## src/source/soc_pkg.sv

```systemverilog
package soc_pkg;

  // **************************************************
  // Address map. Base is inclusive, top is exclusive.
  // **************************************************
  localparam logic [31:0] BRAM_BASE = 32'h0000_0000;
  localparam logic [31:0] BRAM_TOP = 32'h0000_0400;
  localparam logic [31:0] UART_BASE = 32'h1000_0000;
  localparam logic [31:0] UART_TOP = 32'h1000_0010;
  localparam logic [31:0] CLINT_BASE = 32'h2000_0000;
  localparam logic [31:0] CLINT_TOP = 32'h2000_C000;

  localparam int BRAM_WORDS = 256;
  localparam int UART_CLKS_PER_BIT = 4;

  // Register offsets inside each region.
  localparam logic [31:0] UART_DATA_OFS = 32'h0000_0000;
  localparam logic [31:0] UART_STATUS_OFS = 32'h0000_0004;
  localparam logic [31:0] CLINT_MSIP_OFS = 32'h0000_0000;
  localparam logic [31:0] CLINT_MTIMECMP_OFS = 32'h0000_4000; // High word at +4.
  localparam logic [31:0] CLINT_MTIME_OFS = 32'h0000_BFF8;    // High word at +4.

  // **************************************************
  // Bus types.
  // **************************************************
  typedef struct packed {
    logic        valid;
    logic        instr;  // Set on an instruction fetch.
    logic [31:0] addr;
    logic [31:0] wdata;
    logic [3:0]  wstrb;  // Zero strobes make a read.
  } mem_req_t;

  typedef struct packed {
    logic [31:0] rdata;
    logic        ready;
  } mem_rsp_t;

  typedef enum logic [1:0] {TGT_NONE, TGT_BRAM, TGT_UART, TGT_CLINT} target_e;

  typedef enum logic [1:0] {UART_IDLE, UART_START, UART_DATA, UART_STOP} uart_state_e;

endpackage

```

## src/source/clint.sv

```systemverilog
`timescale 1ns/1ns

module clint (
  input  logic              clk,
  input  logic              rst,
  input  soc_pkg::mem_req_t req_i,
  output soc_pkg::mem_rsp_t rsp_o,
  output logic              msip_o,
  output logic              mtip_o
);

  logic [63:0] mtime_q;
  logic [63:0] mtimecmp_q;
  logic [31:0] rdata_q;
  logic [31:0] rd_word;
  logic        msip_q;
  logic        mtip_q;
  logic        ready_q;
  logic        accept;

  // Merges the strobed bytes of a write into the old word.
  function automatic logic [31:0] apply_strb(input logic [31:0] old_val,
                                             input logic [31:0] new_val,
                                             input logic [3:0]  strb);
    logic [31:0] res;
    res = old_val;
    for (int b = 0; b < 4; b++) begin
      if (strb[b]) begin
        res[8*b +: 8] = new_val[8*b +: 8];
      end
    end
    return res;
  endfunction

  assign accept = req_i.valid && !ready_q;

  always_comb begin
    case (req_i.addr)
      soc_pkg::CLINT_MSIP_OFS:             rd_word = {31'b0, msip_q};
      soc_pkg::CLINT_MTIMECMP_OFS:         rd_word = mtimecmp_q[31:0];
      soc_pkg::CLINT_MTIMECMP_OFS + 32'd4: rd_word = mtimecmp_q[63:32];
      soc_pkg::CLINT_MTIME_OFS:            rd_word = mtime_q[31:0];
      soc_pkg::CLINT_MTIME_OFS + 32'd4:    rd_word = mtime_q[63:32];
      default:                             rd_word = 32'b0;
    endcase
  end

  always_ff @(posedge clk) begin
    if (rst == 0) begin
      mtime_q <= 64'd0;
      mtimecmp_q <= '1; // Timer interrupt stays off until software sets a compare.
      msip_q <= 1'b0;
      mtip_q <= 1'b0;
      ready_q <= 1'b0;
    end else begin
      mtime_q <= mtime_q + 64'd1;
      mtip_q <= mtime_q >= mtimecmp_q;
      ready_q <= accept;
      if (accept && req_i.wstrb != 4'b0000) begin
        case (req_i.addr)
          soc_pkg::CLINT_MSIP_OFS: if (req_i.wstrb[0]) msip_q <= req_i.wdata[0];
          soc_pkg::CLINT_MTIMECMP_OFS:
            mtimecmp_q[31:0] <= apply_strb(mtimecmp_q[31:0], req_i.wdata, req_i.wstrb);
          soc_pkg::CLINT_MTIMECMP_OFS + 32'd4:
            mtimecmp_q[63:32] <= apply_strb(mtimecmp_q[63:32], req_i.wdata, req_i.wstrb);
          default: ;
        endcase
      end
    end
  end

  always_ff @(posedge clk) begin
    if (accept) begin
      rdata_q <= rd_word;
    end
  end

  assign msip_o = msip_q;
  assign mtip_o = mtip_q;
  assign rsp_o.rdata = rdata_q;
  assign rsp_o.ready = ready_q;

endmodule

```

## config.mk

```make
export PLATFORM = sky130hd
export DESIGN_NAME = clint
export DESIGN_NICKNAME = d
export VERILOG_FILES = /design/src/source/soc_pkg.sv /design/src/source/clint.sv
export SDC_FILE = /design/constraint.sdc
export NUM_CORES = 1
export LEC_CHECK = 0
export BUFFER_PORTS_ARGS = -buffer_cell sky130_fd_sc_hd__buf_2
export CELL_PAD_IN_SITES_DETAIL_PLACEMENT = 2
export CELL_PAD_IN_SITES_GLOBAL_PLACEMENT = 2
export CORE_MARGIN = 1
export CORE_UTILIZATION = 39
export CTS_CLUSTER_SIZE = 8
export DETAILED_ROUTE_END_ITERATION = 12
export PLACE_DENSITY_LB_ADDON = 0.1
export SLEW_MARGIN = 0
export SYNTH_ARGS = -nofsm -noshare
export SYNTH_HDL_FRONTEND = slang
export SYNTH_SLANG_ARGS = --single-unit
```

## constraint.sdc

```tcl
create_clock -name clk -period 4.3 [get_ports clk]
set_input_delay 0.645 -clock clk [delete_from_list [all_inputs] [get_ports clk]]
set_output_delay 0.645 -clock clk [all_outputs]
set_load 0.01 [all_outputs]
```

==> summary.md <==
| Metric | Value |
|---|---|
| Post-DP Area | roughly 9500 sq um |
| Die height | 151 um |
| Crit start category | flop |
| Maxcap violations | 0 |
| Yosys reg bits | 163 |
| Initial antenna violation count | 0 |
| Final Hold Fails | 0 |
| Num CTS Buffers | 17 |
| Dominant cells by area after synthesis | dfxtp_1 30%, edfxtp_1 11%, ha_1 9.3% |
| Fin cells | 1321 |
| CTS tree | done |
| Crit Path Max Fanout | 8 |
| # resized after CTS | 0 |
| Cts hold-fix bufs | 0 |
| Design area | 10100 sq um |
| Required @ worst endpoint | 4.64 ns |
| Post-synth top area share | 30.1% |
| Critical path type | flop to flop |
| Routed WL | 26.0 mm |
| Ys Warns | 0 |
| Slew HR | 42.2% |
| CTS H-Tree Depth | 4 |
| FP Rows | 54 |
| Post-placement cell count | 1289 |
| Area leader, netlist | dfxtp_1 |
| Slew Viols, Final | 0 |
| First-pass GRT wire length | 42.2 mm |
| Core area | 21800 sq um |
| Antenna Cells | 0 |
| Worst min-delay path category | input port to flop |
| Post-synth net total | 1077 |
| Vias in the first global route | 7967 |
| Setup TNS | 0 ns |
| Worst hold margin | about 0.43 ns |
| Final setup viols | 0 |
| Tcrit/Tclk final | 69.6% |
| # Post-CTS Setup Buffers | 0 |
| CTS clk-pin slew, worst paths | approximately 0.070 ns |
| CP Capture Type | flop |
| GRT Total Usage | 24.1% |
| Root Buffer | clkbuf_16 |
| Area grow syn2layout | 15.8% |
| Outcome | complete, no violations |
| # DRC | 0 |
| Post-Syn Instances | 940 |
| Vias | 7276 |
| DR pass1 iterations | 4 |
| CP arrival | 3.33 ns |
| Unique masters post-synth | 50 |
| Die area | 22900 sq um |
| Unrepaired setup endpoints after global routing | false |
| Power, Total | 0.00327 W |
| Initial DRC count | 153 |
| Post-DRT Antenna Nets | 0 |
| Port Buf Inserts | 105 |
| Top-level I/O count | 107 |
| Vias per cell | 5.51 |
| Cell Area, Synth | 8710 sq um |
| Post-synth EDFFs | 32 |
| Clk buf depth | 2 |
| Syn_area_per_cell | 9.26 sq um |
| Layout cells sized above 1 | between 10% and 20% |
| Worst-Skew Late Latency | 0.44 ns |
| Worst IR Drop VDD | 186 uV |
| Measured slew at the worst slew-check pin | just under 0.9 ns |
| Ys async rst share | 0% |
| Post-DP HPWL | 18.8 mm |
| Largest net degree at the start of global routing | 86 |
| Worst Skew | 0.0115 ns |
| Clock sink count | approximately 160 |
| Starting Density | between 30% and 40% |
| WL/cell | 19.7 um |
| Horiz. Die Dim | 151 um |
| Minimum clock period | 2.99 ns |
| Routability cong. | 0.746 |
| Congestion Overflow GR | 0 |
| Peak Freq | about 330 MHz |
| Pwr dens | ~320 nW/um^2 |
| Nets | 1165 |
| Worst setup path start | mtime_q[3]$_SDFF_PN0_ |
| Seq/Total Area, Yosys | approximately 40% |
| Reg-to-reg startpoint | mtime_q[3]$_SDFF_PN0_ |
| Synth Flop Type | dfxtp_1 |
| LEAKAGE | roughly 4.8 nW |
| Source of the worst hold timing path | req_i[8] |
-- layout make-up --
class	count	area [sq um]
Fill cell	2424	11700
Multi-Input combinational cell	661	4680
Sequential cell	163	3580
Timing Repair Buffer	117	618
Clock buffer	17	425
Tap cell	280	350
Inverter	68	255
Clock inverter	15	169
-- report_power, final --
| part | leakage [nW] | total, W | switching (W) | internal (W) |
|---|---|---|---|---|
| sequential | 1.38 | 0.00158 | 0.00000908 | 0.00157 |
| combinational | 3.10 | 0.000120 | 0.0000710 | 0.0000494 |
| clock | 0.289 | 0.00157 | 0.000694 | 0.000872 |
-- path summary, 6_finish.rpt --
check | to | slack [ns] | cells past startpoint
setup / recovery | mtime_q[63]$_SDFF_PN0_ | 1.31 | 7
hold / removal | mtimecmp_q[36]$_SDFFE_PN1P_ | 0.43 | 3
setup reg to reg | mtime_q[63]$_SDFF_PN0_ | 1.31 | 7
hold reg to reg | mtimecmp_q[39]$_SDFFE_PN1P_ | 0.52 | 2
-- sequential cells by signal (all words and copies together), names as in the netlist --
register,count
rdata_q,32
msip_o,1
mtimecmp_q,64
mtip_o,1
mtime_q,64
ready_q,1
-- placed cells by master, fill, tap and decap left out, drive strengths merged, types with 5 or more instances in the layout --
cell and n:
dfxtp 131, edfxtp 32, nand2 105, nor3 8
and2 57, xnor2 47, o21ai 15, or3 5
nor2 49, ha 65, a21boi 6, inv 75
nand3 42, nor4 12, mux2i 42, a21o 7
a21oi 24, o211ai 55, xor2 9, a221o 32
buf 117, and3 17, nand4 28, nor2b 9
clkbuf 17, and4 6
-- cell usage after synthesis (2+ instances only) --
cell       instances
nor2_1            49
dfxtp_1          131
and2_1            56
nand2_1          105
nor4_2             2
buf_4              2
mux2i_1           42
a21oi_1           24
xor2_1             9
o211ai_1          55
a221o_1           32
a21boi_0           5
ha_1              65
nand4_1           26
and3_1            17
or4_4              2
inv_1             68
buf_2             10
nand4_2            2
or3_1              5
xnor2_1           47
nor2b_1            9
a211oi_1           4
nor4_1             9
clkbuf_1          33
o21ai_0           15
and4_1             6
a21o_1             7
edfxtp_1          32
buf_1              3
nand3_1           42
a2111oi_0          2
nor3_1             7
-- metal layers --
layer	GRT usage, %	up-vias	wire [um]
met5	0	-	0
met4	5.80	0	343
met3	4.07	28	580
li1	-	3520	-
met1	29.5	3652	11900
met2	43.6	76	13200
-- critical path, stage by stage, from the launching register on --
cell and delay (ns):
dfxtp_1 0.54, nand4_1 0.28, nor4_4 0.50, nand4b_1 0.56, nor3_4 0.50, nand4_1 0.21, xnor2_1 0.16, and2_1 0.14
-- cell families after synthesis --
kind of cell,share of synthesized area [%]
and+or+nand+nor,20.9
adders and majority gates,9.34
buffers and inverters,5.23
DFF,41.2
muxes,4.96
xor gates and xnor gates,5.63
AOI/OAI and AO/OA,12.8
-- metrics by stage --
| step | utilization, % | worst slack, ns |
|---|---|---|
| finish | 46.2 | 1.31 |
| global route | 46.2 | 1.15 |
| CTS | 46.2 | 1.29 |
| detailed placement | 43.5 | 1.04 |
| global placement | 43.5 | 1.05 |
| floorplan | - | 1.43 |
No activity file was read; power rests on OpenSTA's default activity.
