**config.mk**
```make
export PLATFORM = sky130hd
export DESIGN_NAME = uart_tx
export DESIGN_NICKNAME = d
export VERILOG_FILES = /design/src/source/soc_pkg.sv /design/src/source/uart_tx.sv
export SDC_FILE = /design/constraint.sdc
export NUM_CORES = 1
export LEC_CHECK = 0
export BUFFER_PORTS_ARGS = -buffer_cell sky130_fd_sc_hd__buf_2
export CAP_MARGIN = 15
export CORE_MARGIN = 2
export CORE_UTILIZATION = 43
export CTS_BUF_LIST = sky130_fd_sc_hd__clkbuf_4 sky130_fd_sc_hd__clkbuf_8
export DETAILED_ROUTE_END_ITERATION = 6
export GPL_ROUTABILITY_DRIVEN = 0
export PLACE_DENSITY_LB_ADDON = 0.3
export SYNTH_ARGS = -nofsm -noshare
export SYNTH_HDL_FRONTEND = slang
export SYNTH_SLANG_ARGS = --single-unit
```
**constraint.sdc**
```tcl
create_clock -name clk -period 3.8 [get_ports clk]
set_clock_uncertainty 0.2 [all_clocks]
set_input_delay 0.19 -clock clk [delete_from_list [all_inputs] [get_ports clk]]
set_output_delay 0.19 -clock clk [all_outputs]
set_load 0.01 [all_outputs]
```
**src/source/soc_pkg.sv**
```systemverilog
package soc_pkg;

  // **************************************************
  // Address map. Base is inclusive, top is exclusive.
  // **************************************************
  localparam logic [31:0] BRAM_BASE = 32'h0000_0000;
  localparam logic [31:0] BRAM_TOP = 32'h0000_0400;
  localparam logic [31:0] UART_BASE = 32'h1000_0000;
  localparam logic [31:0] UART_TOP = 32'h1000_0010;
  localparam logic [31:0] CLINT_BASE = 32'h2000_0000;
  localparam logic [31:0] CLINT_TOP = 32'h2000_C000;

  localparam int BRAM_WORDS = 256;
  localparam int UART_CLKS_PER_BIT = 4;

  // Register offsets inside each region.
  localparam logic [31:0] UART_DATA_OFS = 32'h0000_0000;
  localparam logic [31:0] UART_STATUS_OFS = 32'h0000_0004;
  localparam logic [31:0] CLINT_MSIP_OFS = 32'h0000_0000;
  localparam logic [31:0] CLINT_MTIMECMP_OFS = 32'h0000_4000; // High word at +4.
  localparam logic [31:0] CLINT_MTIME_OFS = 32'h0000_BFF8;    // High word at +4.

  // **************************************************
  // Bus types.
  // **************************************************
  typedef struct packed {
    logic        valid;
    logic        instr;  // Set on an instruction fetch.
    logic [31:0] addr;
    logic [31:0] wdata;
    logic [3:0]  wstrb;  // Zero strobes make a read.
  } mem_req_t;

  typedef struct packed {
    logic [31:0] rdata;
    logic        ready;
  } mem_rsp_t;

  typedef enum logic [1:0] {TGT_NONE, TGT_BRAM, TGT_UART, TGT_CLINT} target_e;

  typedef enum logic [1:0] {UART_IDLE, UART_START, UART_DATA, UART_STOP} uart_state_e;

endpackage

```
**src/source/uart_tx.sv**
```systemverilog
`timescale 1ns/1ns

module uart_tx (
  input  logic              clk,
  input  logic              rst,
  input  soc_pkg::mem_req_t req_i,
  output soc_pkg::mem_rsp_t rsp_o,
  output logic              tx_o
);

  soc_pkg::uart_state_e state_q;
  logic [$clog2(soc_pkg::UART_CLKS_PER_BIT)-1:0] clk_cnt_q;
  logic [2:0]  bit_idx_q;
  logic [7:0]  shift_q;
  logic [31:0] rdata_q;
  logic        ready_q;
  logic        tx_q;
  logic        busy;
  logic        bit_end;
  logic        data_wr;
  logic        accept;
  logic        start;

  assign busy = state_q != soc_pkg::UART_IDLE;
  assign bit_end = clk_cnt_q == ($bits(clk_cnt_q))'(soc_pkg::UART_CLKS_PER_BIT - 1);
  assign data_wr = (req_i.addr == soc_pkg::UART_DATA_OFS) && (req_i.wstrb != 4'b0000);
  assign accept = req_i.valid && !ready_q && !(data_wr && busy); // Busy writes wait.
  assign start = accept && data_wr;

  // **************************************************
  // Frame FSM that sends a start bit, eight data bits and a stop bit.
  // **************************************************
  always_ff @(posedge clk) begin
    if (rst == 0) begin
      state_q <= soc_pkg::UART_IDLE;
      clk_cnt_q <= '0;
      bit_idx_q <= 3'd0;
      tx_q <= 1'b1;
      ready_q <= 1'b0;
    end else begin
      ready_q <= accept;
      clk_cnt_q <= (!busy || bit_end) ? '0 : clk_cnt_q + 1'b1;
      case (state_q)
        soc_pkg::UART_IDLE: if (start) begin
          state_q <= soc_pkg::UART_START;
          tx_q <= 1'b0;
        end
        soc_pkg::UART_START: if (bit_end) begin
          state_q <= soc_pkg::UART_DATA;
          bit_idx_q <= 3'd0;
          tx_q <= shift_q[0]; // LSB goes first.
        end
        soc_pkg::UART_DATA: if (bit_end) begin
          if (bit_idx_q == 3'd7) begin
            state_q <= soc_pkg::UART_STOP;
            tx_q <= 1'b1;
          end else begin
            bit_idx_q <= bit_idx_q + 3'd1;
            tx_q <= shift_q[1];
          end
        end
        soc_pkg::UART_STOP: if (bit_end) begin
          state_q <= soc_pkg::UART_IDLE;
        end
        default: state_q <= soc_pkg::UART_IDLE;
      endcase
    end
  end

  always_ff @(posedge clk) begin
    if (start) begin
      shift_q <= req_i.wdata[7:0];
    end else if (state_q == soc_pkg::UART_DATA && bit_end) begin
      shift_q <= shift_q >> 1;
    end
    if (accept) begin
      rdata_q <= (req_i.addr == soc_pkg::UART_STATUS_OFS) ? {31'b0, busy} : 32'b0;
    end
  end

  assign tx_o = tx_q;
  assign rsp_o.rdata = rdata_q;
  assign rsp_o.ready = ready_q;

  assert property (@(posedge clk) disable iff (rst == 0)
    (state_q == soc_pkg::UART_IDLE) |-> tx_o);

endmodule

```
==> results.env <==
OUTCOME='complete, but fails checks'
FAILED_CHECKS='design-rule violations'
DESIGN.DIE.AREA_UM2=3480
DIEWIDTH_UM=59.0
CTS_MAX_LEVEL=1
CP_DATA_REQUIRED_TIME_NS=3.66
VIA_COUNT_OF_THE_FIRST_GLOBAL_ROUTING_PASS=1047
LAYOUT.NETS=269
TIMING.RR.START='state_q[0]$_SDFFE_PN0P_'
NETLIST_TOP_CELLS_AREA='sky130_fd_sc_hd__edfxtp_1 21%, sky130_fd_sc_hd__buf_4 18%, sky130_fd_sc_hd__dfxtp_1 14%'
SETUP.WORST_PATH.START='state_q[0]$_SDFFE_PN0P_'
YS_ASYNC_SR_FRACTION_PCT=0
CLKLATENCYLATEPIN_NS=0.30
TRITONCTS='done'
FINAL_CELL_MIX='49 x sky130_fd_sc_hd__buf_2, 31 x sky130_fd_sc_hd__conb_1, 13 x sky130_fd_sc_hd__nand2_1'
FIRST_ITER_VIOLATIONS=23
YS.WARNINGS.COUNT=0
R2R-END='shift_q[4]$_DFFE_PP_'
CP_DATA_ARRIVAL_TIME_NS=2.04
CLKSLEWWORSTSETUPHOLDPATHS_NS=0.10
WL_MET1_UM=933
TOTAL_LEAKAGE_POWER_nW=0.748
POST_CTS_RESIZE_COUNT=0
CTS-ROOT-BUF='sky130_fd_sc_hd__clkbuf_4'
POST-ROUTE-WORST-SETUP-SLACK_NS=1.62
TIGHTEST_SLEW_NS=0.522
START_UTIL_PCT=46.3
FINALMAXSLEWVIOLATIONS=0
CP_MAX_FO=11
GRT_MAX_DEGREE=12
SYNTH_AREA_PER_CELL_UM2=9.84
FILLERS=249
SYNTH.TOP_CELL.AREA_SHARE_PCT=20.8
DETAILED_PLACE_HPWL_MM=2.04
SYNTH_CELLS=132
CTS_INSERTED_BUFFERS=3
MAXCLOCKFREQUENCY_MHz=459
FINAL-HOLD-VIOLATION-COUNT=0
SYNTH.LARGEST_AREA_CELL='sky130_fd_sc_hd__edfxtp_1'
UNREPAIRED_SETUP_ENDPOINTS_AFTER_GLOBAL_ROUTING='false'
WORSTSETUPPATHTYPE='reg -> reg'
SYNTH_SEQUENTIAL_AREA_RATIO_PCT=34.7
VIAS=1052
WORST_IR_DROP_VDD_V=0.000237
FINAL_ROUTED_WIRE_LENGTH_DIVIDED_BY_CELL_COUNT_UM=11.6
ROUTE.MET2.WL_MM=1.46
LAYOUT_COMMONEST_CELL='sky130_fd_sc_hd__buf_2'
NUMBER_OF_ANTENNA_VIOLATIONS_AT_THE_FIRST_CHECK_IN_GLOBAL_ROUTING=0
YS_FF_LATCH=18
WIRE_LENGTH_OF_THE_FIRST_GLOBAL_ROUTING_PASS_MM=4.14
SLEW_HEADROOM_PCT=65.2
POWER_DENSITY_nW_PER_UM2=229
FINALSETUPVIOLCOUNT=0
CORE_REGION_AREA_UM2=2810
RRSETUPSLACK_NS=1.62
TIMING.FINAL.CRIT_PERIOD_NS=2.18
CORE.ROWCOUNT=19
MAX_CAP_VIOLATIONS=0
SETUP_TOTAL_NEGATIVE_SLACK_NS=0
POST-ROUTE-CELL-AREA_UM2=1550
TIMING.HOLD.WORST.CLASS='in -> reg'
POST-ROUTE-DRC-COUNT=6
MULTIINPUTGATEAREA_UM2=686
DP_WORST_SETUP_SLACK_NS=1.44
PLACEMENT.IO_BUFFERS=49
GRT_OVERFLOW_TOTAL=0
DRT_PASS1_ITERATIONS=6
YOSYS.CELL_TYPES.COUNT=37
ANTENNA_CELLS=0
ROUTE.TOP_LAYER_USED='met4'
SYNTH.CELL_AREA_UM2=1300
SEQUENTIAL_CELL_AREA_UM2=450
CLOCK_SINK_COUNT=18
DRIVE_GT1_SHARE_PCT=35.4
DOMINANTREGCELLSYNTH='sky130_fd_sc_hd__edfxtp_1'
ROUTED_WIRELENGTH_MM=2.56
GRTUSAGETOTAL_PCT=15.6
MET3_LENGTH_UM=159
DIEHEIGHT_UM=59.0
CRIT_END_CATEGORY='register'
FIN_CRIT_SH_PCT=57.3
NUMBER_OF_NETS_STILL_FAILING_ANTENNA_CHECKS_AFTER_ROUTING=0
TIMING.CRITICAL_PATH.TO='shift_q[4]$_DFFE_PP_'
FLOORPLAN.IO_PINS=106
NUMBER_OF_ENABLE_FLIP_FLOP_CELLS_AFTER_SYNTHESIS=9
R2R_DEPTH=4
MAXIMUM_ROOT_TO_SINK_BUFFER_COUNT=2
PLACED_AREA_UM2=1440
ROUTED_VIA_DENSITY=4.78
AREAGROWTHSYNTHTOFINISH_PCT=19.5
WORSTSETUPSTARTPOINTTYPE='register'
## cell usage after synthesis (2+ instances only)
master                     number
sky130_fd_sc_hd__a22oi_1        3
sky130_fd_sc_hd__buf_4         32
sky130_fd_sc_hd__dfxtp_1        9
sky130_fd_sc_hd__edfxtp_1       9
sky130_fd_sc_hd__ha_1           7
sky130_fd_sc_hd__inv_1          4
sky130_fd_sc_hd__mux2_4         7
sky130_fd_sc_hd__mux2i_1        2
sky130_fd_sc_hd__nand2_1       13
sky130_fd_sc_hd__nand4_1        2
sky130_fd_sc_hd__nor2_1         5
sky130_fd_sc_hd__nor4_1         8
sky130_fd_sc_hd__o21ai_0        6
sky130_fd_sc_hd__o21bai_1       2
## sequential cells by signal, summed over array words and instances (netlist names)
signal,count
tx_o,1
rdata_q,1
shift_q,8
ready_q,1
bit_idx_q,3
clk_cnt_q,2
state_q,2
## repair_timing
action	4_1_cts	5_1_grt
buffers inserted	0	0
hold buffers	9	0
hold endpoints to repair	11	0
## power by group
| part | switching (mW) | total (mW) | internal (mW) | leakage (nW) |
|---|---|---|---|---|
| clock network | 0.0593 | 0.0976 | 0.0383 | 0.0154 |
| logic | 0.0283 | 0.0544 | 0.0262 | 0.576 |
| registers | 0.000337 | 0.203 | 0.203 | 0.156 |
| total | 0.0879 | 0.355 | 0.267 | 0.748 |
## logic make-up (layout without fill, tap and decap cells)
| kind of cell | count (synthesis) | count (layout) | synth area share (%) |
|---|---|---|---|
| simple gates | 39 | 39 | 16.7 |
| buf+inv | 39 | 66 | 21.2 |
| compound gates | 19 | 19 | 10.8 |
| flops | 18 | 18 | 34.7 |
| mux | 9 | 9 | 9.63 |
| fa+ha+maj | 7 | 7 | 6.74 |
| other cells | 1 | 31 | 0.289 |
## layout make-up
cell class	instances	area share (%)
Multi-Input combinational cell	105	44.2
Sequential cell	18	29.0
Timing Repair Buffer	58	21.6
Tap cell	31	2.50
Clock buffer	3	1.45
Inverter	4	0.968
Clock inverter	1	0.242
## per-stage QoR
step,total power [mW],std cells,util [%],hold WS (ns)
after floorplan,0.252,162,-,0.123
after global placement,0.252,207,51.2,0.215
after detailed placement,0.254,207,51.2,0.238
after CTS,0.361,220,55.3,0.0406
after global routing,0.373,220,55.3,0.0534
final,0.355,220,55.3,0.0505
## routing by layer
layer  track usage, %  vias to the layer above
met3             4.62                        2
met5                0                        -
li1                 -                      526
met2             32.2                       44
met4             2.60                        0
met1             14.9                      480
## how the worst min path moves through the flow
stage	cells after the start	from	slack (ns)	end
after global routing	2	req_i[38]	0.05	rdata_q[0]$_SDFFCE_PP0N_
after global placement	1	clk_cnt_q[0]$_SDFF_PP0_	0.21	clk_cnt_q[0]$_SDFF_PP0_
after floorplan	1	rst	0.12	ready_q$_SDFF_PN0_
after detailed placement	1	clk_cnt_q[0]$_SDFF_PP0_	0.24	clk_cnt_q[0]$_SDFF_PP0_
final	2	req_i[38]	0.05	rdata_q[0]$_SDFFCE_PP0N_
after CTS	2	req_i[38]	0.04	rdata_q[0]$_SDFFCE_PP0N_
## worst max-delay path, stage by stage, from the launching register on
cell	delay (ns)
sky130_fd_sc_hd__dfxtp_1	0.36
sky130_fd_sc_hd__inv_1	0.09
sky130_fd_sc_hd__ha_1	0.36
sky130_fd_sc_hd__and4_1	0.59
sky130_fd_sc_hd__mux2_4	0.34
Power figures use the tool's default switching activity.
