<file path="src/source/soc_pkg.sv">
package soc_pkg;

  // **************************************************
  // Address map. Base is inclusive, top is exclusive.
  // **************************************************
  localparam logic [31:0] BRAM_BASE = 32'h0000_0000;
  localparam logic [31:0] BRAM_TOP = 32'h0000_0400;
  localparam logic [31:0] UART_BASE = 32'h1000_0000;
  localparam logic [31:0] UART_TOP = 32'h1000_0010;
  localparam logic [31:0] CLINT_BASE = 32'h2000_0000;
  localparam logic [31:0] CLINT_TOP = 32'h2000_C000;

  localparam int BRAM_WORDS = 256;
  localparam int UART_CLKS_PER_BIT = 4;

  // Register offsets inside each region.
  localparam logic [31:0] UART_DATA_OFS = 32'h0000_0000;
  localparam logic [31:0] UART_STATUS_OFS = 32'h0000_0004;
  localparam logic [31:0] CLINT_MSIP_OFS = 32'h0000_0000;
  localparam logic [31:0] CLINT_MTIMECMP_OFS = 32'h0000_4000; // High word at +4.
  localparam logic [31:0] CLINT_MTIME_OFS = 32'h0000_BFF8;    // High word at +4.

  // **************************************************
  // Bus types.
  // **************************************************
  typedef struct packed {
    logic        valid;
    logic        instr;  // Set on an instruction fetch.
    logic [31:0] addr;
    logic [31:0] wdata;
    logic [3:0]  wstrb;  // Zero strobes make a read.
  } mem_req_t;

  typedef struct packed {
    logic [31:0] rdata;
    logic        ready;
  } mem_rsp_t;

  typedef enum logic [1:0] {TGT_NONE, TGT_BRAM, TGT_UART, TGT_CLINT} target_e;

  typedef enum logic [1:0] {UART_IDLE, UART_START, UART_DATA, UART_STOP} uart_state_e;

endpackage

</file>
<file path="src/source/bus_router.sv">
`timescale 1ns/1ns

module bus_router (
  input  logic              clk,
  input  logic              rst,
  input  soc_pkg::mem_req_t ibus_req_i,
  input  soc_pkg::mem_req_t dbus_req_i,
  output soc_pkg::mem_rsp_t ibus_rsp_o,
  output soc_pkg::mem_rsp_t dbus_rsp_o,
  output soc_pkg::mem_req_t bram_req_o,
  output soc_pkg::mem_req_t uart_req_o,
  output soc_pkg::mem_req_t clint_req_o,
  input  soc_pkg::mem_rsp_t bram_rsp_i,
  input  soc_pkg::mem_rsp_t uart_rsp_i,
  input  soc_pkg::mem_rsp_t clint_rsp_i
);

  soc_pkg::target_e  itgt;
  soc_pkg::target_e  dtgt;
  soc_pkg::mem_req_t ireq_ofs;
  soc_pkg::mem_req_t dreq_ofs;
  soc_pkg::mem_req_t tgt_req [3:1];
  soc_pkg::mem_rsp_t tgt_rsp [3:1];

  logic [3:1] sel_i;
  logic [3:1] sel_d;
  logic [3:1] grant_i;
  logic [3:1] pend_i_q;
  logic [3:1] pend_d_q;

  function automatic soc_pkg::target_e decode(input logic [31:0] addr);
    if (addr >= soc_pkg::BRAM_BASE && addr < soc_pkg::BRAM_TOP) begin
      return soc_pkg::TGT_BRAM;
    end else if (addr >= soc_pkg::UART_BASE && addr < soc_pkg::UART_TOP) begin
      return soc_pkg::TGT_UART;
    end else if (addr >= soc_pkg::CLINT_BASE && addr < soc_pkg::CLINT_TOP) begin
      return soc_pkg::TGT_CLINT;
    end
    return soc_pkg::TGT_NONE;
  endfunction

  function automatic logic [31:0] region_base(input soc_pkg::target_e tgt);
    case (tgt)
      soc_pkg::TGT_UART:  return soc_pkg::UART_BASE;
      soc_pkg::TGT_CLINT: return soc_pkg::CLINT_BASE;
      default:            return soc_pkg::BRAM_BASE;
    endcase
  endfunction

  // **************************************************
  // Decode and base subtraction.
  // **************************************************
  assign itgt = decode(ibus_req_i.addr);
  assign dtgt = decode(dbus_req_i.addr);

  always_comb begin
    ireq_ofs = ibus_req_i;
    ireq_ofs.addr = ibus_req_i.addr - region_base(itgt);
    dreq_ofs = dbus_req_i;
    dreq_ofs.addr = dbus_req_i.addr - region_base(dtgt);
  end

  assign tgt_rsp[soc_pkg::TGT_BRAM] = bram_rsp_i;
  assign tgt_rsp[soc_pkg::TGT_UART] = uart_rsp_i;
  assign tgt_rsp[soc_pkg::TGT_CLINT] = clint_rsp_i;

  // **************************************************
  // Per-target steering and pending flags.
  // **************************************************
  for (genvar t = 1; t <= 3; t++) begin : g_tgt
    assign sel_i[t] = ibus_req_i.valid && (itgt == soc_pkg::target_e'(t));
    assign sel_d[t] = dbus_req_i.valid && (dtgt == soc_pkg::target_e'(t));
    assign grant_i[t] = sel_i[t] && !sel_d[t]; // Data port wins a clash.

    always_comb begin
      tgt_req[t] = sel_d[t] ? dreq_ofs : ireq_ofs;
      tgt_req[t].valid = sel_d[t] | grant_i[t];
    end

    // A flag lives while its port holds the target and no answer has come.
    always_ff @(posedge clk) begin
      if (rst == 0) begin
        pend_i_q[t] <= 1'b0;
        pend_d_q[t] <= 1'b0;
      end else begin
        pend_i_q[t] <= grant_i[t] && !tgt_rsp[t].ready;
        pend_d_q[t] <= sel_d[t] && !tgt_rsp[t].ready;
      end
    end
  end

  assign bram_req_o = tgt_req[soc_pkg::TGT_BRAM];
  assign uart_req_o = tgt_req[soc_pkg::TGT_UART];
  assign clint_req_o = tgt_req[soc_pkg::TGT_CLINT];

  // Each answer goes back only to the port that owns the target.
  always_comb begin
    ibus_rsp_o = '0;
    dbus_rsp_o = '0;
    for (int t = 1; t <= 3; t++) begin
      if (pend_i_q[t] && tgt_rsp[t].ready) begin
        ibus_rsp_o = tgt_rsp[t];
      end
      if (pend_d_q[t] && tgt_rsp[t].ready) begin
        dbus_rsp_o = tgt_rsp[t];
      end
    end
  end

  // Unmapped addresses get no ready, so a master would hang on them.
  assert property (@(posedge clk) disable iff (rst == 0)
    ibus_req_i.valid |-> itgt != soc_pkg::TGT_NONE);
  assert property (@(posedge clk) disable iff (rst == 0)
    dbus_req_i.valid |-> dtgt != soc_pkg::TGT_NONE);
  assert property (@(posedge clk) disable iff (rst == 0) (pend_i_q & pend_d_q) == '0);

endmodule

</file>
<file path="config.mk">
export PLATFORM = sky130hd
export DESIGN_NAME = bus_router
export DESIGN_NICKNAME = d
export VERILOG_FILES = /design/src/source/soc_pkg.sv /design/src/source/bus_router.sv
export SDC_FILE = /design/constraint.sdc
export NUM_CORES = 1
export LEC_CHECK = 0
export BUFFER_PORTS_ARGS = -buffer_cell sky130_fd_sc_hd__buf_4
export CELL_PAD_IN_SITES_DETAIL_PLACEMENT = 0
export CELL_PAD_IN_SITES_GLOBAL_PLACEMENT = 1
export CORE_AREA = 10 10 191 193
export CTS_CLUSTER_DIAMETER = 50
export CTS_CLUSTER_SIZE = 24
export DETAILED_ROUTE_END_ITERATION = 12
export DIE_AREA = 0 0 201 203
export PLACE_DENSITY = 0.66
export SETUP_SLACK_MARGIN = 0.3
export SLEW_MARGIN = 10
export SYNTH_ARGS = -nofsm -noshare
export SYNTH_HDL_FRONTEND = slang
export SYNTH_SLANG_ARGS = --single-unit
</file>
<file path="constraint.sdc">
create_clock -name clk -period 4.4 [get_ports clk]
set_clock_uncertainty 0.1 [all_clocks]
set_input_delay 0.88 -clock clk [delete_from_list [all_inputs] [get_ports clk]]
set_output_delay 0.88 -clock clk [all_outputs]
set_load 0.01 [all_outputs]
</file>
==> key figures, run 1 <==
Pwr
  • Leak Pwr: 0.00421 uW
  • Maximum ir drop on the vdd rail: 0.0000766 V
  • Power density of the placed cells: 88.8 nW/um^2

Clock network
  • TritonCTS Sinks: 6
  • Root Buffer: sky130_fd_sc_hd__clkbuf_16
  • Clock slew seen by the registers of the worst setup and hold paths: 0.03 ns
  • Clock buffer depth: 2
  • Number of clock buffers inserted by TritonCTS: 3
  • CTS tree: done
  • Maximum level of the CTS H-tree: 1

Logic synthesis
  • Synthesized area per cell: 7.80 sq um
  • Count of distinct cell types in the synthesized netlist: 34
  • Area contributors post-synth: sky130_fd_sc_hd__mux2_2, sky130_fd_sc_hd__mux2_4, sky130_fd_sc_hd__a22oi_1
  • Mapped Nets: 786
  • Most used DFF post-synth: sky130_fd_sc_hd__dfxtp_1
  • Share of flip-flops with an asynchronous set or reset: 0%
  • Commonest cells in the synthesized netlist: sky130_fd_sc_hd__mux2_2, sky130_fd_sc_hd__nand2_1, sky130_fd_sc_hd__a22oi_1, sky130_fd_sc_hd__o21ai_0, sky130_fd_sc_hd__mux2_4
  • Post-synthesis register bit count: 6
  • YS warnings: 0
  • Leading cell type by number of instances after synthesis: sky130_fd_sc_hd__mux2_2
  • Area leader, netlist: sky130_fd_sc_hd__mux2_2
  • Sequential share of the synthesized area: 2.86%
  • Post-synth EDFFs: 0
  • Gate Count Post-Synth: 539
  • Top cell type's share of synthesized area: 26.8%
  • Netlist area before placement: 4200 sq um

Route
  • Number of vias per cell after detailed routing: 4.26
  • Count of antenna-violating nets left after detailed routing: 0
  • Average detailed-routed wire length per instance: 22.6 um
  • Detailed-route via count: 6340
  • DRT Wirelength: 33600 um
  • Number of iterations in the first detailed-routing pass: 5
  • Post-route DRC: 0
  • Iteration-0 DRC Markers: 206

Placed design
  • Port bufs: 516
  • Cell area after placement: 8720 sq um
  • Worst setup slack after placement: -0.0106 ns
  • Routability cong.: 0.874
  • Post-detail-place hpwl: 29800 um

Global route
  • Overall overflow remaining after global route: 0
  • Total track usage: 15.0%
  • First-pass GRT wire length: 47000 um
  • Maximum number of pins on one net before global-route repair: 45
  • Initial antenna violation count: 1
  • Vias in the first global route: 6769

STA
  • Fmax: 244 MHz
  • Unrepaired setup endpoints after global routing: true
  • Final Slew Violations: 0
  • Crit path time final: 4.10 ns
  • Worst-case setup margin in the final layout: 0.297 ns
  • Final Hold Violating Endpoints: 0
  • Number of endpoints failing setup at the final stage: 0
  • Max-slew headroom: 47.9%
  • Worst slew pin tran: 0.782 ns
  • Total negative slack for setup checks: 0 ns
  • Final critical-path share of the clock period: 93.2%

Worst hold path
  • Min-Delay Path Class: in -> reg

Floorplanning
  • Die X-Extent: 201 um
  • Number of primary I/O pins: 517
  • Effective utilization at floorplan: 13.0%
  • Core area: 32500 sq um
  • Die Y: 203 um
  • Std-Cell Rows: 66
  • DIE AREA: 40800 sq um

Critical path
  • Critical Path Start Type: input port
  • Worst EP required: 3.42 ns
  • Kind of end point of the critical path: output pin
  • Critical Path AT: 3.12 ns
  • Critical path type: in -> out
  • Critical Path Fanout Max: 28

Cells and area
  • Area grow syn2layout: 112%
  • Design area: 8920 sq um
  • Filler Cells Inserted: 3627
  • Inserted Diodes: 0
  • Share of cells above drive strength 1: 69.6%
  • Layout net count: 1295

Job
  • Number of violations of the max-capacitance limit: 0

Run status
  • Result of the run: complete, no violations
==> logic make-up after synthesis <==
family	count (synthesis)	share of synthesized area, %
fa+ha+maj	6	2.14
buf+inv	61	7.86
flops	6	2.86
mux	153	44.3
compound gates	133	19.9
xor+xnor	4	0.833
simple gates	176	22.1
==> critical path, stage by stage <==
cell                       delay, ns
sky130_fd_sc_hd__buf_8          0.10
sky130_fd_sc_hd__or4_4          0.54
sky130_fd_sc_hd__a2111o_1       0.37
sky130_fd_sc_hd__or4_4          0.51
sky130_fd_sc_hd__buf_12         0.22
sky130_fd_sc_hd__mux2_4         0.32
sky130_fd_sc_hd__buf_4          0.15
==> final timing paths <==
path / start / end / slack [ns] / cells past startpoint
min: uart_rsp_i[0] / pend_d_q[2]$_SDFF_PN0_ / 0.75 / 2
max: dbus_req_i[40] / uart_req_o[20] / 0.30 / 7
==> routing by layer <==
layer  routed length [um]  global-route usage, %  up-vias
met5                   13                      0        -
met4                  740                   3.65        2
met3                 3080                   5.37       25
met2                17300                   28.2      326
met1                12400                   15.4     2984
li1                     -                      -     3003
==> placed cells by master, fill, tap and decap left out, drive strengths merged <==
cell type  synthesis  layout
a2111o             1       1
and4b              1       1
and2              29      29
fa                 2       2
nand3              5       5
a22oi             64      64
and4               1       1
o21ai             64      64
a21oi              2       2
ha                 4       4
mux2             141     141
nor2               8       8
nor4               7       7
nand2             70      70
nor3b              2       2
or3b               2       2
buf               18     555
or4                7       7
nand4              2       2
nor4b              2       2
clkbuf            33       3
nor3               4       4
dfxtp              6       6
and3               2       2
inv               10      10
xnor2              4       4
mux2i             12      12
or4b               2       2
nand2b             2       2
a211oi             2       2
nor2b             30      30
==> layout make-up <==
| type | count | area, sq um | share of cell area [%] |
|---|---|---|---|
| clock buffer | 3 | 75.1 | 0.842 |
| inverter | 10 | 37.5 | 0.421 |
| multi-input combinational | 472 | 3860 | 43.2 |
| sequential | 6 | 120 | 1.35 |
| tap | 442 | 553 | 6.20 |
| timing repair buffer | 555 | 4280 | 48.0 |
==> repair_timing <==
item | CTS | global route
hold buffers | 0 | 0
pin swaps | 7 | 10
endpoints found under the setup margin | 89 | 96
gates resized for setup | 17 | 8
buffers inserted | 1 | 1
==> per-stage QoR <==
stage	hold WS [ns]	utilization, %	power, uW	instances
after CTS	0.746	27.3	800	1487
after floorplan	0.857	-	225	539
after global routing	0.754	27.5	836	1488
after detailed placement	0.978	26.9	648	1483
after global placement	0.980	26.9	645	1483
final	0.746	27.5	792	1488
==> report_power, final <==
group	internal [uW]	leakage (uW)	switching, uW
sequential	54.8	0.0000483	0.00000783
clock	116	0.0000370	27.1
combinational	341	0.00412	252
==> sequential cells by signal, indices dropped and copies added (netlist names) <==
name	count
pend_d_q	3
pend_i_q	3
Note: power is estimated with default switching activity, not from simulation.
==> run 2: changes to the inputs <==
- ABC_AREA: unset -> 1
- CORE_AREA: 10 10 191 193 -> 10 10 193 195
- DIE_AREA: 0 0 201 203 -> 0 0 203 205
- PLACE_DENSITY: 0.66 -> 0.73
- SKIP_LAST_GASP: unset -> 1
==> run 2 against run 1 <==
Effect of this change:
- routed wire length increased by 19%
- critical endpoint is now uart_req_o[66]
- critical path depth grew 5
- synthesized cell count is 110% higher
- area after synthesis is 22% higher
- non-clock buffer count decreased by 19
- sequential share of layout area fell by 0.071 points
- hold slack better by 0.0029 ns
- count of clock-buffer cells in the layout is the same
- cell area grew 5.5%
==> key figures, run 2 <==
Run status
  • Result of the run: complete, no violations

STA
  • Crit path time final: 3.87 ns (-0.230 ns)
  • Final Slew Violations: 0 (unchanged)
  • Worst slew pin tran: 1.13 ns (+0.353 ns)
  • Total negative slack for setup checks: 0 ns (unchanged)
  • Unrepaired setup endpoints after global routing: false
  • Max-slew headroom: 24.3% (-24 points)
  • Worst-case setup margin in the final layout: 0.527 ns (+0.230 ns)
  • Final Hold Violating Endpoints: 0 (unchanged)
  • Number of endpoints failing setup at the final stage: 0 (unchanged)
  • Final critical-path share of the clock period: 88.0% (-5.2 points)
  • Fmax: 258 MHz (+5.9%)

Global route
  • Overall overflow remaining after global route: 0 (unchanged)
  • Vias in the first global route: 9238 (+36%)
  • Maximum number of pins on one net before global-route repair: 130 (+190%)
  • First-pass GRT wire length: 58100 um (+24%)
  • Initial antenna violation count: 0 (-1)
  • Total track usage: 17.7% (+2.7 points)

Critical path
  • Longest individual stage delay on the worst path: 0.42 ns (-0.12 ns)
  • Worst EP required: 3.42 ns (about the same)
  • Critical Path Slowest Stage Cell: sky130_fd_sc_hd__fa_1
  • Source of the critical timing path: dbus_req_i[67]
  • Critical Path Start Type: input port
  • Critical path type: in -> out
  • Critical Path AT: 2.89 ns (-0.23 ns)
  • Worst-path cell chain: buf_4 -> nor2_2 -> nand2_1 -> nor2_2 -> nor2_4 -> and2_1 -> ha_1 -> fa_1 -> xor2_2 -> nand4_1 -> nand2_1 -> buf_4
  • Critical Path Fanout Max: 4 (-86%)
  • Kind of end point of the critical path: output pin

Floorplanning
  • Core area: 33300 sq um (+2.5%)
  • Die X-Extent: 203 um (+1.0%)
  • Effective utilization at floorplan: 15.4% (+2.4 points)
  • DIE AREA: 41600 sq um (+2.0%)
  • Number of primary I/O pins: 517 (unchanged)
  • Std-Cell Rows: 67 (+1.5%)
  • Die Y: 205 um (+0.99%)

Logic synthesis
  • Netlist area before placement: 5120 sq um (+22%)
  • Area contributors post-synth: sky130_fd_sc_hd__nand2_1, sky130_fd_sc_hd__inv_1, sky130_fd_sc_hd__nor2_1
  • YS warnings: 0 (unchanged)
  • Area leader, netlist: sky130_fd_sc_hd__nand2_1
  • Synthesized area per cell: 4.48 sq um (-43%)
  • Top cell type's share of synthesized area: 25.9% (-0.86 points)
  • Sequential share of the synthesized area: 2.34% (-0.51 points)
  • Most used DFF post-synth: sky130_fd_sc_hd__dfxtp_1
  • Post-synth EDFFs: 0 (unchanged)
  • Commonest cells in the synthesized netlist: sky130_fd_sc_hd__nand2_1, sky130_fd_sc_hd__inv_1, sky130_fd_sc_hd__nor2_1, sky130_fd_sc_hd__nand3_1, sky130_fd_sc_hd__o21ai_0
  • Mapped Nets: 1390 (+77%)
  • Leading cell type by number of instances after synthesis: sky130_fd_sc_hd__nand2_1
  • Post-synthesis register bit count: 6 (unchanged)
  • Gate Count Post-Synth: 1143 (+110%)
  • Count of distinct cell types in the synthesized netlist: 30 (-12%)
  • Share of flip-flops with an asynchronous set or reset: 0% (unchanged)

Placed design
  • Post-detail-place hpwl: 32500 um (+9.2%)
  • Routability cong.: 0.877 (+0.33%)
  • Worst setup slack after placement: 0.342 ns (+0.353 ns)
  • Port bufs: 516 (unchanged)

Job
  • Number of violations of the max-capacitance limit: 0 (unchanged)

Cells and area
  • Share of cells above drive strength 1: 35.1% (-34 points)
  • Top flop regs: pend_d_q: 3 flops, pend_i_q: 3 flops
  • Most common library cell in the layout ignoring fill and taps: sky130_fd_sc_hd__buf_4
  • Inserted Diodes: 0 (unchanged)
  • Most frequent cells in the layout: sky130_fd_sc_hd__buf_4, sky130_fd_sc_hd__nand2_1, sky130_fd_sc_hd__inv_1
  • Layout net count: 1851 (+43%)
  • Area grow syn2layout: 83.6%

Route
  • Post-route DRC: 0 (unchanged)
  • Average detailed-routed wire length per instance: 19.5 um (-14%)
  • Count of antenna-violating nets left after detailed routing: 0 (unchanged)
  • Number of iterations in the first detailed-routing pass: 5 (unchanged)
  • Iteration-0 DRC Markers: 447 (+120%)
  • Number of vias per cell after detailed routing: 4.40 (+3.3%)
  • Detailed-route via count: 9027 (+42%)
  • DRT Wirelength: 39900 um (+19%)

Pwr
  • Leak Pwr: 0.00588 uW (+40%)
  • Total power: 830 uW (+4.8%)
  • Power density of the placed cells: 88.2 nW/um^2 (-0.71%)
  • Maximum ir drop on the vdd rail: 0.0000846 V (+10%)

Clock network
  • CTS tree: done
  • Root Buffer: sky130_fd_sc_hd__clkbuf_16
  • Clock buffer depth: 2 (unchanged)
  • Maximum level of the CTS H-tree: 1 (unchanged)
  • TritonCTS Sinks: 6 (unchanged)
  • Clock slew seen by the registers of the worst setup and hold paths: 0.03 ns (about the same)
  • Hold buffer count at cts: 0 (unchanged)
  • Number of clock buffers inserted by TritonCTS: 3 (unchanged)

Worst hold path
  • Min-Delay Path Class: in -> reg
  • Worst hold start: clint_rsp_i[0]
run 2: cell types whose count changed in the layout (fill, tap and decap cells not counted), moves of 10 or more:
cell                      delta
sky130_fd_sc_hd__a21oi_1    +69
sky130_fd_sc_hd__a22oi_1    -64
sky130_fd_sc_hd__and2_1     -26
sky130_fd_sc_hd__inv_1     +171
sky130_fd_sc_hd__mux2_2    -100
sky130_fd_sc_hd__mux2_4     -41
sky130_fd_sc_hd__mux2i_1    -12
sky130_fd_sc_hd__nand2_1   +284
sky130_fd_sc_hd__nand3_1   +104
sky130_fd_sc_hd__nand4_1    +49
sky130_fd_sc_hd__nor2_1    +172
sky130_fd_sc_hd__nor2_2     +11
sky130_fd_sc_hd__nor2b_1    -30
sky130_fd_sc_hd__o21ai_0    +10
run 2: cells by family (layout without fill, tap and decap cells):
kind of cell	count (synthesis)	in the layout	synth area share, %
compound gates	145	145	14.2
xor+xnor	3	3	0.513
buf+inv	262	721	21.4
fa+ha+maj	6	6	1.76
flops	6	6	2.34
simple gates	721	721	59.8
run 2: layer usage:
layer,up-vias,GRT usage [%],part of all wire [%]
met2,447,31.0,48
met1,4078,19.3,38
met3,39,7.06,11
li1,4463,-,-
met5,-,0,0
met4,0,4.88,2.6
run 2: worst max-delay path: cells and delay by family:
kind | cells | cell delay (ns)
buffers and inverters | 2 | 0.26
XOR/XNOR | 1 | 0.27
AND/OR/NAND/NOR | 7 | 0.83
adder cells (fa/ha/maj) | 2 | 0.64
run 2: area by class of cell:
type / instances / area, sq um
clock buffers: 3 / 75.1
repair buffers: 536 / 4040
fillers: 3854 / 23900
flip-flops and latches: 6 / 120
multi-input cells: 875 / 3930
well taps: 448 / 561
inverters: 182 / 686
run 2: where the power goes:
part	switching, uW	internal [uW]	total, uW
clock	28.5	116	145
combinational	317	313	630
sequential	0.0000118	54.7	54.7
run 2: worst paths after layout:
| check | to | slack [ns] | depth (start not counted) |
|---|---|---|---|
| setup / recovery | uart_req_o[66] | 0.53 | 12 |
| hold / removal | pend_d_q[3]$_SDFF_PN0_ | 0.75 | 2 |
run 2: timing repair:
action,4_1_cts,5_1_grt
gates resized for setup,0,1
setup buffers,0,0
setup endpoints to repair,0,3
run 2: stage by stage:
stage	utilization, %	instances	hold slack (ns)	area [sq um]
5_1_grt	28.3	2050	0.753	9410
6_report	28.3	2050	0.749	9410
4_1_cts	28.3	2050	0.746	9400
3_3_place_gp	28.0	2047	0.985	9330
2_1_floorplan	-	1143	0.859	5120
3_5_place_dp	28.0	2047	0.984	9330
==> run 3: changes to the inputs <==
- CORE_AREA: 10 10 193 195 -> 2 2 201 203
- PLACE_DENSITY: 0.73 -> 0.65
==> run 3 against run 2 <==
Effect of this change:
- sequential share of layout area about the same
- global-route usage down 1.6 points
- sequential power about the same
- routed wire length down 10%
- count of clock-buffer cells in the layout unchanged
- largest cell class unchanged
- critical path type unchanged
- first-iteration DRC count up 15%
- core utilization down 4.1 points
- total power down 0.88%
- fmax down 0.27%
- cell count up 3.9%
==> key figures, run 3 (synthesis results as in run 2) <==
Run status
  • Result of the run: complete, no violations

Critical path
  • Kind of end point of the critical path: output pin
  • Worst-path cell chain: buf_4 -> nor2_2 -> nand2_1 -> nor2_2 -> nor2_4 -> and2_1 -> ha_1 -> fa_1 -> xor2_2 -> nand4_1 -> nand2_1 -> buf_4
  • Critical path type: in -> out
  • Critical Path Start Type: input port
  • Critical Path Slowest Stage Cell: sky130_fd_sc_hd__fa_1
  • Critical Path Fanout Max: 4 (unchanged)
  • Critical Path AT: 2.90 ns (about the same)
  • Longest individual stage delay on the worst path: 0.42 ns (about the same)
  • Worst EP required: 3.42 ns (about the same)

Placed design
  • Post-detail-place hpwl: 28200 um (-13%)
  • Port bufs: 516 (unchanged)
  • Cell area after placement: 9450 sq um (+1.3%)
  • Routability cong.: 0.868 (-0.94%)

Floorplanning
  • Die Y: 205 um (unchanged)
  • Number of primary I/O pins: 517 (unchanged)
  • Std-Cell Rows: 73 (+9.0%)
  • Effective utilization at floorplan: 13.0% (-2.4 points)
  • DIE AREA: 41600 sq um (unchanged)
  • Die X-Extent: 203 um (unchanged)
  • Core area: 39400 sq um (+18%)

STA
  • Fmax: 258 MHz (-0.27%)
  • Final critical-path share of the clock period: 88.3% (+0.24 points)
  • Crit path time final: 3.88 ns (+0.0104 ns)
  • Final Hold Violating Endpoints: 0 (unchanged)
  • Final Slew Violations: 0 (unchanged)
  • Total negative slack for setup checks: 0 ns (unchanged)
  • Number of endpoints failing setup at the final stage: 0 (unchanged)
  • Worst slew pin tran: 0.688 ns (-0.447 ns)
  • Unrepaired setup endpoints after global routing: false
  • Max-slew headroom: 54.1% (+30 points)

Worst hold path
  • Number of instances on the worst hold path: 2 (unchanged)
  • End point of the most critical hold path: pend_d_q[3]$_SDFF_PN0_
  • Worst hold start: clint_rsp_i[0]
  • Min-Delay Path Class: in -> reg

Cells and area
  • Layout net count: 1853 (+0.11%)
  • Most common library cell in the layout ignoring fill and taps: sky130_fd_sc_hd__buf_4
  • Top flop regs: pend_d_q: 3 flops, pend_i_q: 3 flops
  • Design area: 9540 sq um (+1.3%)
  • Inserted Diodes: 0 (unchanged)
  • Area grow syn2layout: 86.1%
  • Share of cells above drive strength 1: 35.2% (+0.081 points)
  • Core utilization of the finished layout: 24.2% (-4.1 points)
  • Most frequent cells in the layout: sky130_fd_sc_hd__buf_4, sky130_fd_sc_hd__nand2_1, sky130_fd_sc_hd__inv_1

Global route
  • First-pass GRT wire length: 53000 um (-8.8%)
  • Initial antenna violation count: 0 (unchanged)
  • Maximum number of pins on one net before global-route repair: 126 (-3.1%)
  • Vias in the first global route: 8901 (-3.6%)
  • Total track usage: 16.1% (-1.6 points)
  • Overall overflow remaining after global route: 0 (unchanged)

Route
  • Count of antenna-violating nets left after detailed routing: 0 (unchanged)
  • Average detailed-routed wire length per instance: 16.8 um (-14%)
  • Detailed-route via count: 8960 (-0.74%)
  • Number of iterations in the first detailed-routing pass: 5 (unchanged)
  • DRT Wirelength: 35800 um (-10%)
  • Number of vias per cell after detailed routing: 4.21 (-4.4%)
  • Post-route DRC: 0 (unchanged)
  • Iteration-0 DRC Markers: 513 (+15%)

Clock network
  • Hold buffer count at cts: 0 (unchanged)
  • Number of clock buffers inserted by TritonCTS: 3 (unchanged)
  • Maximum level of the CTS H-tree: 1 (unchanged)
  • TritonCTS Sinks: 6 (unchanged)
  • Clock buffer depth: 2 (unchanged)
  • Clock slew seen by the registers of the worst setup and hold paths: 0.03 ns (about the same)
  • Root Buffer: sky130_fd_sc_hd__clkbuf_16
  • CTS tree: done

Pwr
  • Total power: 822 uW (-0.88%)
  • Maximum ir drop on the vdd rail: 0.0000933 V (+10%)
  • Power density of the placed cells: 86.2 nW/um^2 (-2.2%)
  • Leak Pwr: 0.00590 uW (+0.32%)

Job
  • Number of violations of the max-capacitance limit: 0 (unchanged)
## run 3: area by class of cell
cell class                 count  area (sq um)
multi-input combinational    875          3930
clock buffer                   3          75.1
sequential                     6           120
timing repair buffer         538          4060
tap                          525           657
fill                        4580         29800
inverter                     182           686
## run 3: worst max path at each step
| stage | start | to | depth (start not counted) |
|---|---|---|---|
| global placement | dbus_req_i[67] | uart_req_o[66] | 12 |
| CTS | dbus_req_i[67] | uart_req_o[66] | 12 |
| global route | ibus_req_i[49] | clint_req_o[65] | 12 |
| floorplan | dbus_req_i[56] | clint_req_o[65] | 10 |
| detailed placement | dbus_req_i[67] | uart_req_o[66] | 12 |
| finish | dbus_req_i[67] | uart_req_o[66] | 12 |
## run 3: layer usage
layer | GRT usage, % | routed length (um)
met1 | 18.7 | 14000
met2 | 29.6 | 17900
met3 | 4.25 | 3290
met4 | 3.21 | 636
met5 | 0 | 0
## run 3: worst max-delay path: cells and delay by family
kind	cells	cell delay, ns
buffers and inverters	2	0.27
and+or+nand+nor	7	0.92
xor gates and xnor gates	1	0.20
adders and majority gates	2	0.63
## run 3: repair_timing
item,CTS,global route
resized for setup,0,1
buffers inserted,0,0
setup endpoints to repair,0,1
## run 3: stage by stage
step / hold WS (ns) / cells / setup WS, ns
floorplan: 0.859 / 1143 / 0.833
global route: 0.750 / 2129 / 0.332
detailed placement: 0.982 / 2126 / 0.463
global placement: 0.979 / 2126 / 0.504
finish: 0.743 / 2129 / 0.517
CTS: 0.741 / 2129 / 0.459
## run 3: power breakdown
group,switching (uW),internal (uW)
Combinational,306,312
Sequential,0.0000110,54.7
Clock,32.3,117
